==> src/xbar_arb_pkg.sv <==
package xbar_arb_pkg;

  // switch geometry
  localparam int PRIO_NUM   = 2;
  localparam int VC_NUM     = 3;
  localparam int VC_TOTAL   = PRIO_NUM * VC_NUM;
  localparam int OUTPUT_NUM = 8;

  // field widths
  localparam int VC_IDX_W = 3;
  localparam int DEST_W   = 3;
  localparam int LANE_W   = 2;

  // flat vc index, priority * VC_NUM + lane
  // low priority sits on 0..2, high priority on 3..5
  typedef logic [VC_IDX_W-1:0] vc_idx_t;

  // crossbar output number
  typedef logic [DEST_W-1:0] dest_t;

  // lane inside one priority
  typedef logic [LANE_W-1:0] lane_t;

  // one bit per flat vc
  // credits, grants and selected_request rows are arrays of these, one per output
  typedef logic [VC_TOTAL-1:0] vc_mask_t;

  // one bit per lane of a single priority
  typedef logic [VC_NUM-1:0] lane_mask_t;

endpackage

==> src/vc_pick_if.sv <==
`timescale 1ns/100ps

interface vc_pick_if;
  import xbar_arb_pkg::*;

  // lanes of this priority that may request now
  lane_mask_t lane_req;
  // some lane requests
  logic       pick_valid;
  // next requesting lane after the last served one
  lane_t      pick_lane;
  // one-hot copy of pick_lane, zero when nothing requests
  lane_mask_t lane_req_seen;
  // end of a served packet, picker moves its pointer
  logic       advance;

  modport picker (
    input  lane_req,
    input  advance,
    output pick_valid,
    output pick_lane,
    output lane_req_seen
  );

  modport arbiter (
    input  pick_valid,
    input  pick_lane,
    input  lane_req_seen,
    output advance
  );

endinterface

==> src/input_port_arbiter.sv <==
`timescale 1ns/100ps

module input_port_arbiter (
  input  logic                   clk,
  input  logic                   resetn,
  vc_pick_if.arbiter             hi,
  vc_pick_if.arbiter             lo,
  input  xbar_arb_pkg::dest_t    dest_i             [xbar_arb_pkg::VC_TOTAL-1:0],
  input  xbar_arb_pkg::vc_idx_t  out_vc_i           [xbar_arb_pkg::VC_TOTAL-1:0],
  input  xbar_arb_pkg::vc_mask_t credit_i           [xbar_arb_pkg::OUTPUT_NUM-1:0],
  input  xbar_arb_pkg::vc_mask_t grant_i            [xbar_arb_pkg::OUTPUT_NUM-1:0],
  input  logic                   last_i,
  output xbar_arb_pkg::vc_mask_t selected_request_o [xbar_arb_pkg::OUTPUT_NUM-1:0],
  output logic                   cts_o,
  output xbar_arb_pkg::vc_idx_t  selected_vc_o
);
  import xbar_arb_pkg::*;

  typedef enum logic [1:0] {
    IDLE = 2'd0,
    REQ  = 2'd1,
    XFER = 2'd2
  } state_t;

  state_t  state_q;
  // winner came from the high priority picker
  logic    hi_won_q;
  // destination and output vc of the vc in session
  dest_t   dest_q;
  vc_idx_t ovc_q;

  // winner of the current cycle
  logic    take_hi;
  logic    pick_any;
  vc_idx_t win_vc;
  dest_t   win_dest;
  vc_idx_t win_ovc;

  // credit, grant and request bits at the latched crossing point
  logic cur_credit;
  logic cur_grant;
  logic cur_req;
  logic end_of_pkt;

  // high priority always beats low
  assign take_hi  = hi.pick_valid;
  assign pick_any = hi.pick_valid | lo.pick_valid;

  always_comb begin
    int         base;
    lane_t      lane;
    lane_mask_t seen;
    base     = take_hi ? VC_NUM : 0;
    lane     = take_hi ? hi.pick_lane : lo.pick_lane;
    seen     = take_hi ? hi.lane_req_seen : lo.lane_req_seen;
    win_vc   = take_hi ? vc_idx_t'(VC_NUM) + vc_idx_t'(lane) : vc_idx_t'(lane);
    win_dest = '0;
    win_ovc  = '0;
    // one-hot and-or mux over the lanes of the winning priority
    for (int l = 0; l < VC_NUM; l++) begin
      if (seen[l]) begin
        win_dest = win_dest | dest_i[base + l];
        win_ovc  = win_ovc | out_vc_i[base + l];
      end
    end
  end

  assign cur_credit = credit_i[dest_q][ovc_q];
  assign cur_grant  = grant_i[dest_q][ovc_q];
  assign cur_req    = selected_request_o[dest_q][ovc_q];
  assign end_of_pkt = (state_q == XFER) && last_i;

  // pointer update goes to the priority that owned the packet
  // it lands on the same edge that ends the session
  assign hi.advance = end_of_pkt & hi_won_q;
  assign lo.advance = end_of_pkt & ~hi_won_q;

  // session payload, loaded when a vc is taken
  always_ff @(posedge clk) begin
    if (state_q == IDLE && pick_any) begin
      dest_q <= win_dest;
      ovc_q  <= win_ovc;
    end
  end

  always_ff @(posedge clk) begin
    if (!resetn) begin
      state_q       <= IDLE;
      hi_won_q      <= 1'b0;
      cts_o         <= 1'b0;
      selected_vc_o <= '0;
      for (int o = 0; o < OUTPUT_NUM; o++) begin
        selected_request_o[o] <= '0;
      end
    end else begin
      case (state_q)
        IDLE: begin
          if (pick_any) begin
            state_q       <= REQ;
            hi_won_q      <= take_hi;
            selected_vc_o <= win_vc;
          end
        end
        REQ: begin
          // credit lost before grant, withdraw without advancing
          if (!cur_credit) begin
            state_q                           <= IDLE;
            selected_request_o[dest_q][ovc_q] <= 1'b0;
          end else if (cur_grant && cur_req) begin
            state_q <= XFER;
            cts_o   <= 1'b1;
          end else begin
            // request shows one cycle after the vc was taken
            selected_request_o[dest_q][ovc_q] <= 1'b1;
          end
        end
        XFER: begin
          // credits are not looked at here, only last ends the packet
          if (last_i) begin
            state_q                           <= IDLE;
            cts_o                             <= 1'b0;
            selected_request_o[dest_q][ovc_q] <= 1'b0;
          end
        end
        default: begin
          state_q <= IDLE;
        end
      endcase
    end
  end

  // flat copy of the request matrix for the one-hot check
  logic [OUTPUT_NUM*VC_TOTAL-1:0] sel_flat;

  always_comb begin
    for (int o = 0; o < OUTPUT_NUM; o++) begin
      sel_flat[o*VC_TOTAL +: VC_TOTAL] = selected_request_o[o];
    end
  end

  a_one_request : assert property (
    @(posedge clk) disable iff (!resetn)
    $onehot0(sel_flat)
  ) else $error("more than one selected_request bit set");

  // the output arbiter keeps its grant up for the whole packet
  a_cts_has_grant : assert property (
    @(posedge clk) disable iff (!resetn)
    cts_o |-> cur_grant
  ) else $error("cts high without grant on the selected bit");

  a_last_in_xfer : assert property (
    @(posedge clk) disable iff (!resetn)
    last_i |-> (state_q == XFER)
  ) else $error("last outside a transfer");

endmodule

==> src/prio_rr_picker.sv <==
`timescale 1ns/100ps

module prio_rr_picker (
  input logic         clk,
  input logic         resetn,
  vc_pick_if.picker   pick
);
  import xbar_arb_pkg::*;

  // lane served last in this priority
  lane_t last_q;

  // round-robin search, starting one lane past last_q and wrapping
  always_comb begin
    int   idx;
    logic found;
    found          = 1'b0;
    idx            = 0;
    pick.pick_lane = '0;
    for (int i = 1; i <= VC_NUM; i++) begin
      idx = (int'(last_q) + i) % VC_NUM;
      // first hit wins, later lanes are ignored
      if (!found && pick.lane_req[idx]) begin
        found          = 1'b1;
        pick.pick_lane = lane_t'(idx);
      end
    end
  end

  assign pick.pick_valid = |pick.lane_req;

  // one-hot view of the pick, used by the port side as a mux select
  assign pick.lane_req_seen = pick.pick_valid ? (lane_mask_t'(1) << pick.pick_lane) : '0;

  // pointer moves only when a packet of this priority has finished
  // reset value is the top lane so lane 0 comes first
  always_ff @(posedge clk) begin
    if (!resetn) begin
      last_q <= lane_t'(VC_NUM - 1);
    end else if (pick.advance) begin
      last_q <= pick.pick_lane;
    end
  end

  // an advance with nothing requesting would store a stale lane
  a_advance_needs_pick : assert property (
    @(posedge clk) disable iff (!resetn)
    pick.advance |-> pick.pick_valid
  ) else $error("advance without a valid pick");

endmodule

==> src/vc_eligibility.sv <==
`timescale 1ns/100ps

module vc_eligibility (
  input  xbar_arb_pkg::vc_mask_t   has_packet_i,
  input  xbar_arb_pkg::dest_t      dest_i     [xbar_arb_pkg::VC_TOTAL-1:0],
  input  xbar_arb_pkg::vc_idx_t    out_vc_i   [xbar_arb_pkg::VC_TOTAL-1:0],
  input  xbar_arb_pkg::vc_mask_t   credit_i   [xbar_arb_pkg::OUTPUT_NUM-1:0],
  output xbar_arb_pkg::lane_mask_t hi_req_o,
  output xbar_arb_pkg::lane_mask_t lo_req_o
);
  import xbar_arb_pkg::*;

  // per vc request, flat index order
  vc_mask_t eligible;

  always_comb begin
    vc_mask_t out_vc_ok;
    vc_mask_t credit_ok;
    for (int v = 0; v < VC_TOTAL; v++) begin
      // an output vc beyond the last one has no credit bit at all
      out_vc_ok[v] = (out_vc_i[v] < vc_idx_t'(VC_TOTAL));
      // credit of the output fifo this vc is heading to
      credit_ok[v] = out_vc_ok[v] & credit_i[dest_i[v]][out_vc_i[v]];
      // packet waiting and room downstream
      eligible[v] = has_packet_i[v] & credit_ok[v];
    end
  end

  // flat 0..2 is the low priority, 3..5 the high one
  assign lo_req_o = eligible[0 +: VC_NUM];
  assign hi_req_o = eligible[VC_NUM +: VC_NUM];

endmodule

==> src/xbar_input_arbiter.sv <==
`timescale 1ns/100ps

module xbar_input_arbiter (
  input  logic                   clk,
  input  logic                   resetn,
  input  xbar_arb_pkg::vc_mask_t has_packet_i,
  input  xbar_arb_pkg::dest_t    dest_i             [xbar_arb_pkg::VC_TOTAL-1:0],
  input  xbar_arb_pkg::vc_idx_t  out_vc_i           [xbar_arb_pkg::VC_TOTAL-1:0],
  input  xbar_arb_pkg::vc_mask_t credit_i           [xbar_arb_pkg::OUTPUT_NUM-1:0],
  input  xbar_arb_pkg::vc_mask_t grant_i            [xbar_arb_pkg::OUTPUT_NUM-1:0],
  input  logic                   last_i,
  output xbar_arb_pkg::vc_mask_t selected_request_o [xbar_arb_pkg::OUTPUT_NUM-1:0],
  output logic                   cts_o,
  output xbar_arb_pkg::vc_idx_t  selected_vc_o
);

  // one bundle per priority between its picker and the port arbiter
  vc_pick_if hi_pick ();
  vc_pick_if lo_pick ();

  // which vcs may request, split per priority
  vc_eligibility u_elig (
    .has_packet_i (has_packet_i),
    .dest_i       (dest_i),
    .out_vc_i     (out_vc_i),
    .credit_i     (credit_i),
    .hi_req_o     (hi_pick.lane_req),
    .lo_req_o     (lo_pick.lane_req)
  );

  // high priority lanes, flat vcs 3..5
  prio_rr_picker u_hi_picker (
    .clk    (clk),
    .resetn (resetn),
    .pick   (hi_pick.picker)
  );

  // low priority lanes, flat vcs 0..2
  prio_rr_picker u_lo_picker (
    .clk    (clk),
    .resetn (resetn),
    .pick   (lo_pick.picker)
  );

  // priority choice and the request/grant/transfer session
  input_port_arbiter u_port_arb (
    .clk                (clk),
    .resetn             (resetn),
    .hi                 (hi_pick.arbiter),
    .lo                 (lo_pick.arbiter),
    .dest_i             (dest_i),
    .out_vc_i           (out_vc_i),
    .credit_i           (credit_i),
    .grant_i            (grant_i),
    .last_i             (last_i),
    .selected_request_o (selected_request_o),
    .cts_o              (cts_o),
    .selected_vc_o      (selected_vc_o)
  );

endmodule
==> config.mk <==
export PLATFORM = sky130hd
export DESIGN_NAME = xbar_input_arbiter
export DESIGN_NICKNAME = d
export VERILOG_FILES = /design/src/xbar_arb_pkg.sv /design/src/vc_pick_if.sv /design/src/input_port_arbiter.sv /design/src/prio_rr_picker.sv /design/src/vc_eligibility.sv /design/src/xbar_input_arbiter.sv
export SDC_FILE = /design/constraint.sdc
export NUM_CORES = 1
export LEC_CHECK = 0
export BUFFER_PORTS_ARGS = -buffer_cell sky130_fd_sc_hd__buf_2
export CORE_MARGIN = 3
export CORE_UTILIZATION = 51
export DETAILED_ROUTE_END_ITERATION = 12
export GPL_TIMING_DRIVEN = 0
export MAX_ROUTING_LAYER = met4
export PLACE_DENSITY_LB_ADDON = 0.08
export SLEW_MARGIN = 20
export SYNTH_ARGS = -nofsm -noshare
export SYNTH_HDL_FRONTEND = slang
export SYNTH_SLANG_ARGS = --single-unit
==> constraint.sdc <==
create_clock -name clk -period 3.1 [get_ports clk]
set_input_delay 0 -clock clk [delete_from_list [all_inputs] [get_ports clk]]
set_output_delay 0 -clock clk [all_outputs]
set_load 0.005 [all_outputs]
==> flow_results.org, run 1 <==
** Status
- The flow ran to the end, and the final reports show no timing, DRC or antenna violations.

** Logic synthesis
- Post-Syn Nets :: between 900 and 1000
- The mapped netlist covers approximately 0.0074 mm^2.
- Yosys cell types :: between 70 and 80
- Ranked by total cell area, the synthesized netlist is headed by sky130_fd_sc_hd__mux4_2 (23%), sky130_fd_sc_hd__dfxtp_1 (16%), sky130_fd_sc_hd__mux2i_1 (13%).
- Count of flip-flops with a built-in enable after synthesis :: 6
- Of the post-synthesis cell area, the dominant cell type holds 0.231.
- Most frequently used flop master after synthesis :: sky130_fd_sc_hd__dfxtp_1
- In this run, synthesis produced a sequential element count of between 60 and 70.
- Yosys printed 0 warnings.
- Cells after Synth :: between 700 and 800
- Cell taking the most area after synthesis :: sky130_fd_sc_hd__mux4_2
- In this run the mean area of a mapped cell was 9.74 um^2.
- For this run, the register share of the synthesized area comes to 0.184.
- Share of synthesized flip-flops with an asynchronous set or reset :: 0

** Floorplan
- During I/O placement, the number of pins put on the boundary was slightly below 200.
- Row cnt :: 43
- Total core area :: around 0.014 mm^2
- Die Wd :: between 100 and 150 um
- In this run the vertical extent of the chip is about 130 um.
- For this configuration, the core starts out at a cell density of 0.527.
- The die covers ~0.016 mm^2.

** Detailed routing
- Number of routed nets with antenna violations :: 0
- Metal2 WL :: approximately 14000 um
- Wire segments on met3 add up to between 2000 and 3000 um in the final route.
- Total vias in the final route :: 7618
- Total Wirelength :: around 27000 um
- Number of design-rule violations left by the first detailed-router iteration :: ~700
- Signal routing reaches up to met4.
- Met1 layer wirelength in the final routing :: 10000 um
- After detailed routing, the average wire length per cell comes to 23.8 um.
- After detailed routing, the number of vias per cell comes to approximately 6.6.
- For this run, design rule violations remaining after detail routing come to 0.
- Before antenna repair, the detailed router went through 5 iterations.

** Clock network
- Clock sink total :: 65
- Root Buffer :: sky130_fd_sc_hd__clkbuf_16
- After clock tree synthesis, the clock-pin slew on the worst setup and hold paths is 0.06 ns.
- Insertion delay to the later sink of the worst-skew pair :: 0.34 ns
- The clock tree synthesis step divided the H-tree into 3 levels.
- Buffers inserted during clock tree synthesis total 9.
- TritonCTS built the clock tree.
- The longest clock path from root to sink contains 2 buffers.

** Critical path
- Worst Setup Start Kind :: register
- Crit path DAT :: approximately 3.2 ns
- For the worst setup path, the data required time is 3.29 ns.
- Highest fanout seen on the critical path :: 10
- Kind of critical path :: register to register
- The worst setup path is captured at a register.

** STA
- Hold Slack :: ~0.027 ns
- In this run the tightest slew margin relative to its limit is 0.402.
- Counting I/O delays and the setup requirement, the final critical path takes roughly 3.0 ns.
- Clock skew on the completed layout was measured at 0.0121 ns.
- The hold violation total from the final report was 0.
- Final max-slew violation count :: 0
- Final Setup Violations :: 0
- Dividing the final minimum period by the clock period gives 0.968.
- Unrepaired setup endpoints after global routing :: true
- At the pin with the least slew margin, the transition time is approximately 0.89 ns.
- Timing would allow up to around 330 MHz.

** GRT
- The first global-routing pass estimated 41800 um of wire.
- Entering global routing, the biggest net connects 13 pins.
- GRT Total Usage :: 0.340
- The number of global-route vias before repair came to ~7500.
- The initial antenna violation count is 0.
- The total overflow left after global routing is 0.

** Power
- The worst-case IR drop observed on VDD is 0.000344 V.
- For this design the ratio of total power to cell area is just under 500 mW/mm^2.
- PnR Total Power :: approximately 0.0045 W
- Static leakage :: ~4.0 nW

** Hold path
- The min-delay analysis places its worst path in the category input pin to register.

** Run
- Across the run, the number of max-cap violations was 0.

** Layout
- Fraction of final layout cells with drive strength greater than 1 :: 0.415
- Layout Nets :: 1113
- Most common cell after layout, fill and taps aside :: sky130_fd_sc_hd__buf_2
- The repair_antennas step left the layout with diodes totalling 0.
- In the layout the commonest cells are sky130_fd_sc_hd__buf_2 (189), sky130_fd_sc_hd__nand2_1 (123), sky130_fd_sc_hd__mux2i_1 (95).
- Compared with the post-synthesis result, the final layout area differs by 22.3%.

** Placement
- Buffers placed on the I/O ports in this run total 176.
- HPWL after DPL :: roughly 21000 um
- Routability congestion estimate :: 1.04
==> layer usage <==
layer / global-route usage / vias to the layer above
met1: 0.417 / 3679
li1: - / 3339
met3: 0.0429 / 87
met5: - / -
met2: 0.572 / 513
met4: 0.133 / 0
==> path summary, 6_finish.rpt <==
check             slack [ns]               end            startpoint  cells past startpoint
hold / removal          0.03  u_port_arb.cts_o                last_i                      4
hold reg to reg         0.47          register              register                      2
setup reg to reg         0.1          register  u_port_arb.dest_q[1]                     12
setup / recovery         0.1          register  u_port_arb.dest_q[1]                     12
==> layout make-up <==
type                       instances  area [um^2]
timing repair buffer             193         1010
clock inverter                     7         45.0
buffer                            63          434
inverter                          27          109
tap                              180          225
multi-input combinational        605         5640
sequential                        65         1360
clock buffer                       9          225
fill                            1163         4990
==> power by group <==
part           switching (W)  internal [W]
Clock               0.000388      0.000539
Combinational        0.00141       0.00113
Sequential         0.0000710      0.000929
Total                0.00187       0.00260
==> synth_stat cells (8+ instances only) <==
cell / number
sky130_fd_sc_hd__a21oi_1: 12
sky130_fd_sc_hd__nand2_1: 124
sky130_fd_sc_hd__clkbuf_1: 20
sky130_fd_sc_hd__o21ai_0: 13
sky130_fd_sc_hd__mux4_2: 76
sky130_fd_sc_hd__o221ai_1: 10
sky130_fd_sc_hd__dfxtp_1: 59
sky130_fd_sc_hd__nand2b_1: 16
sky130_fd_sc_hd__o22ai_1: 18
sky130_fd_sc_hd__ha_1: 8
sky130_fd_sc_hd__and3_1: 8
sky130_fd_sc_hd__nor2_1: 39
sky130_fd_sc_hd__nand3_1: 12
sky130_fd_sc_hd__mux2_2: 26
sky130_fd_sc_hd__nor2b_1: 11
sky130_fd_sc_hd__mux2i_1: 95
sky130_fd_sc_hd__o211ai_1: 8
sky130_fd_sc_hd__buf_2: 19
sky130_fd_sc_hd__buf_6: 13
sky130_fd_sc_hd__inv_1: 26
sky130_fd_sc_hd__nor3_1: 11
==> through the flow <==
stage          setup WS, ns  setup TNS, ns  cells  instance area, um^2  utilization
6_report             0.0980              0   1149                 9050        0.644
5_1_grt             -0.0379         -0.178   1149                 9050        0.644
4_1_cts             0.00492              0   1136                 8850        0.631
3_5_place_dp         -0.540         -20.24   1116                 8510        0.606
3_3_place_gp         -0.499         -19.02   1116                 8510        0.606
2_1_floorplan         0.326              0    760                 7400            -
==> critical path, cell delays in order, from the launching register on <==
cell,delay [ns]
sky130_fd_sc_hd__edfxtp_1,0.44
sky130_fd_sc_hd__buf_12,0.18
sky130_fd_sc_hd__buf_8,0.15
sky130_fd_sc_hd__and3_1,0.19
sky130_fd_sc_hd__o21ai_2,0.18
sky130_fd_sc_hd__a31oi_1,0.10
sky130_fd_sc_hd__or4_4,0.56
sky130_fd_sc_hd__o22ai_4,0.24
sky130_fd_sc_hd__o21bai_4,0.14
sky130_fd_sc_hd__buf_4,0.17
sky130_fd_sc_hd__nor2_4,0.24
sky130_fd_sc_hd__nand2_1,0.11
sky130_fd_sc_hd__mux2i_1,0.15
==> what timing repair did <==
action / 4_1_cts / 5_1_grt
gates resized for setup: 17 / 23
setup buffers: 4 / 13
pin swaps: 3 / 4
gates cloned: 0 / 0
endpoints found under the setup margin: 49 / 54
hold buffers: 0 / 0
==> cells by family after synthesis <==
kind of cell	after synthesis	share of synthesized area
mux	205	0.426
buf+inv	90	0.0658
fa+ha+maj	9	0.0149
flops	65	0.184
simple gates	261	0.171
compound gates	130	0.138
(Power assumes the default switching activity.)
==> run 2, diff against run 1 <==
ABC_AREA = 1   (was unset)
==> run 2 against run 1 <==
  * The run now ends with setup timing left
  * Maximum frequency down 4.1%
  * Core utilization about the same
  * Synthesized cell count up 89%
  * Die area up 2.8%
  * Clock skew down 0.0058 ns
  * Sequential power about the same
  * Final cell count up 60%
  * Total power up 9.9%
  * Cell area up 4.0%
  * Register-to-register slack worse by 0.13 ns
  * Non-clock buffer count up 25
  * Critical path type unchanged
==> flow_results.org, run 2 <==
** Critical path
- Worst setup slack for register-to-register paths :: -0.03 ns
- The critical path is of the register to register type.
- The most critical setup path has its startpoint at u_port_arb.dest_q[1].
- Walking the worst path, the cells encountered are inv_2 > nand3_2 > buf_2 > o22ai_1 > o41ai_1 > nand4_1 > buf_4 > nand4_1 > buf_6 > buf_4 > nand3_1 > nand2_1 > nand2_1 > nor2_1.
- The worst register-to-register path begins at u_port_arb.dest_q[1].
- Data on the critical path arrives at its endpoint at about 3.4 ns.
- The largest individual stage delay along the critical path comes from the cell sky130_fd_sc_hd__edfxtp_1.
- In this run the worst path has a maximum fanout of 10.
- Required time of the critical path :: 3.37 ns
- Crit path capture type :: register
- CP delay by family, top :: simple AND/OR/NAND/NOR gates
- For the worst flop-to-flop path, the logic depth is 14.
- Crit-path max cell delay :: around 0.55 ns
- The critical path contains buffers and inverters numbering 5 combined.
- Worst Setup Start Kind :: register
- Path length in cells of the critical path :: 14

** STA
- After layout, the minimum clock period comes to roughly 3.1 ns.
- Final setup margin :: -0.0311 ns
- The hold violation total from the final report came to 0.
- The clock arrives with 0.00629 ns of skew.
- The worst pin sits at a relative slew slack of 0.472.
- For the pin with the worst max-slew slack, the measured transition is 0.786 ns.
- Post-route clock period utilization :: 1.01
- Final max-slew violation count :: 0
- Final Setup Violations :: 5
- For this run, the top clock speed supported by timing is 319 MHz.

** Placement
- HPWL after DPL :: between 20000 and 30000 um
- Cell area after placement :: a little under 0.009 mm^2
- Port Buffers :: approximately 180
- Routability congestion estimate :: approximately 1.1

** Layout
- Of the cells placed in the final design, the portion with a size suffix greater than 1 is 0.184.
- Area added between synthesis and finish :: 23.5%
- After routing the design area is between 0.009 and 0.01 mm^2.
- Leaving out fill and tap cells, the most frequent cell in the layout is sky130_fd_sc_hd__nand2_1.
- The library cells used most frequently in the layout, excluding fill and tap cells, are sky130_fd_sc_hd__nand2_1 (383), sky130_fd_sc_hd__buf_2 (213), sky130_fd_sc_hd__nand3_1 (208).
- Layout Nets :: ~1800
- The number of antenna diodes in the final layout is 0.

** Power
- For this design the static power due to leakage is around 4.9 nW.
- Internal Pwr Total :: between 0.002 and 0.0025 W
- The design draws ~0.0049 W.
- Switching portion of total power :: 0.491
- Sequential cell fraction of total power :: 0.209
- IR Drop Worst-Case VDD :: around 0.00040 V
- Of the total power, combinational logic draws 0.560.
- PD cells :: between 500 and 600 mW/mm^2
- The analysis attributes to net switching a power of between 0.002 and 0.0025 W.
- Clock power frac :: 0.231

** Logic synthesis
- Counting flops with a built-in enable in the synthesized netlist gives 6.
- Cells after Synth :: 1437
- Most instantiated cells after synthesis :: sky130_fd_sc_hd__nand2_1 (383), sky130_fd_sc_hd__nand3_1 (211), sky130_fd_sc_hd__nor2_1 (195)
- Cell taking the most area after synthesis :: sky130_fd_sc_hd__nand2_1
- Synth warnings :: 0
- Syn avg cell area :: approximately 5.3 um^2
- Sequential cell area fraction in the yosys report :: 0.179
- The mapped netlist covers 0.00762 mm^2.
- Yosys cell types :: 36
- Counting flops with an async set or reset pin after synthesis yields a share of 0.
- Most frequently used flop master after synthesis :: sky130_fd_sc_hd__dfxtp_1
- When the netlist entered floorplanning its net count stood at 1586.
- After synthesis the netlist holds a flip-flop and latch count of 65.
- In the post-synthesis netlist, the cell with the most instances is sky130_fd_sc_hd__nand2_1.
- In the post-synthesis netlist, the biggest area contributors are sky130_fd_sc_hd__nand2_1 (19%), sky130_fd_sc_hd__dfxtp_1 (16%), sky130_fd_sc_hd__nand3_1 (14%).
- Fraction of post-synthesis cell area in the top cell type by area :: 0.189

** Clock network
- The later pin in the worst-skew pair is clocked with a latency of 0.34 ns.
- Clock transition at path regs :: approximately 0.060 ns
- TritonCTS created 9 clock buffers.
- No sink is reached through more buffers than the 2 on the longest clock path.
- CTS built an H-tree with a depth of 3.
- Root Buffer :: sky130_fd_sc_hd__clkbuf_16
- Clock sink total :: 65
- CTS tree :: done

** Detailed routing
- The final route contains 11800 vias.
- Post-detailed-route via-to-cell ratio :: ~6.4
- The pre-antenna-repair detailed-routing pass consisted of 8 iterations.
- Number of design-rule violations left by the first detailed-router iteration :: 2131
- In this run the remaining antenna-violating nets after routing total 0.
- After detailed routing, the number of remaining DRC violations is 0.
- The final layout contains routed wiring with a total length of 40400 um.
- Dividing the detail-routed wire length by the instance count gives between 20 and 25 um.

** Floorplan
- Die Wd :: about 130 um
- around 190 I/O pins were placed.
- Die outline area :: between 0.015 and 0.02 mm^2
- The floorplan has 44 rows.
- Starting density of the core :: 0.522
- Height of the die :: ~130 um
- Total core area :: between 0.01 and 0.015 mm^2

** Hold path
- Worst min path class :: input pin to register
- The worst hold path passes through 4 cells.

** GRT
- Global-route wire length before repair :: around 59000 um
- For this run the aggregate overflow at the end of global routing stands at 0.
- The initial antenna violation count came to 0.
- GRT Total Usage :: 0.476
- The number of global-route vias before repair is 10200.
- Pin count of the biggest net entering global routing :: 13

** Status
- The flow ran to the end, but the final reports show violations.
- The checks that failed: setup timing.

** Run
- The tool flagged a number of max-cap violations equal to 0.
==> run 2: repair_timing <==
action / CTS / global route
hold buffers: 0 / 0
pin swaps: 0 / 5
gates cloned: 0 / 1
setup endpoints to repair: 11 / 51
buffers inserted: 0 / 21
resized for setup: 2 / 56
==> run 2: area by class of cell <==
class,count,area [um^2]
buffer,76,397
clock buffer,10,239
clock inverter,6,90.1
fill,1415,5180
inverter,166,631
multi-input combinational,1130,5380
sequential,65,1360
tap,184,230
timing repair buffer,205,1080
==> run 2: metal layers <==
layer | global-route usage | up-vias | routed length (um)
met3 | 0.169 | 289 | 7060
li1 | - | 5230 | -
met4 | 0.190 | 0 | 2640
met5 | - | - | 0
met2 | 0.676 | 1126 | 16200
met1 | 0.614 | 5199 | 14500
==> run 2: per-stage QoR <==
stage	utilization	hold slack, ns	instances	setup TNS, ns	worst slack, ns
after detailed placement	0.601	0.400	1804	-1.00	-0.171
final	0.645	0.0984	1842	-0.0960	-0.0311
after global routing	0.645	0.126	1842	-1.26	-0.0768
after floorplan	-	0.245	1437	0	0.755
after CTS	0.624	0.0756	1820	0	0.00289
after global placement	0.601	0.393	1804	-0.851	-0.136
==> run 2: power by group through the flow <==
stage / Combinational, W / Sequential, W / Clock, W
6_report: 0.00275 / 0.00102 / 0.00113
5_1_grt: 0.00287 / 0.00103 / 0.00116
4_1_cts: 0.00228 / 0.00102 / 0.00112
3_5_place_dp: 0.00225 / 0.00104 / 0
3_3_place_gp: 0.00221 / 0.00103 / 0
2_1_floorplan: 0.00143 / 0.00102 / 0
==> run 2: worst min-delay path by stage <==
| stage | from | to | slack [ns] |
|---|---|---|---|
| after floorplan | last_i | u_lo_picker.last_q[1] | 0.25 |
| after global placement | resetn | u_port_arb.state_q[0] | 0.39 |
| after detailed placement | register | selected_request_o[16] | 0.40 |
| after CTS | resetn | u_port_arb.state_q[0] | 0.08 |
| after global routing | resetn | u_port_arb.state_q[0] | 0.13 |
| final | last_i | u_lo_picker.last_q[1] | 0.1 |
==> run 2: logic make-up (layout without fill, tap and decap cells) <==
group | count (synthesis) | count (layout) | synth area share
buf+inv | 242 | 463 | 0.127
flops | 65 | 65 | 0.179
simple gates | 817 | 817 | 0.449
fa+ha+maj | 8 | 8 | 0.0131
compound gates | 305 | 305 | 0.232
==> run 2: worst min-delay path: stages <==
cell and delay (ns):
sky130_fd_sc_hd__buf_2 0.12, sky130_fd_sc_hd__nand2_1 0.06, sky130_fd_sc_hd__nor2_1 0.07, sky130_fd_sc_hd__o21ai_0 0.15
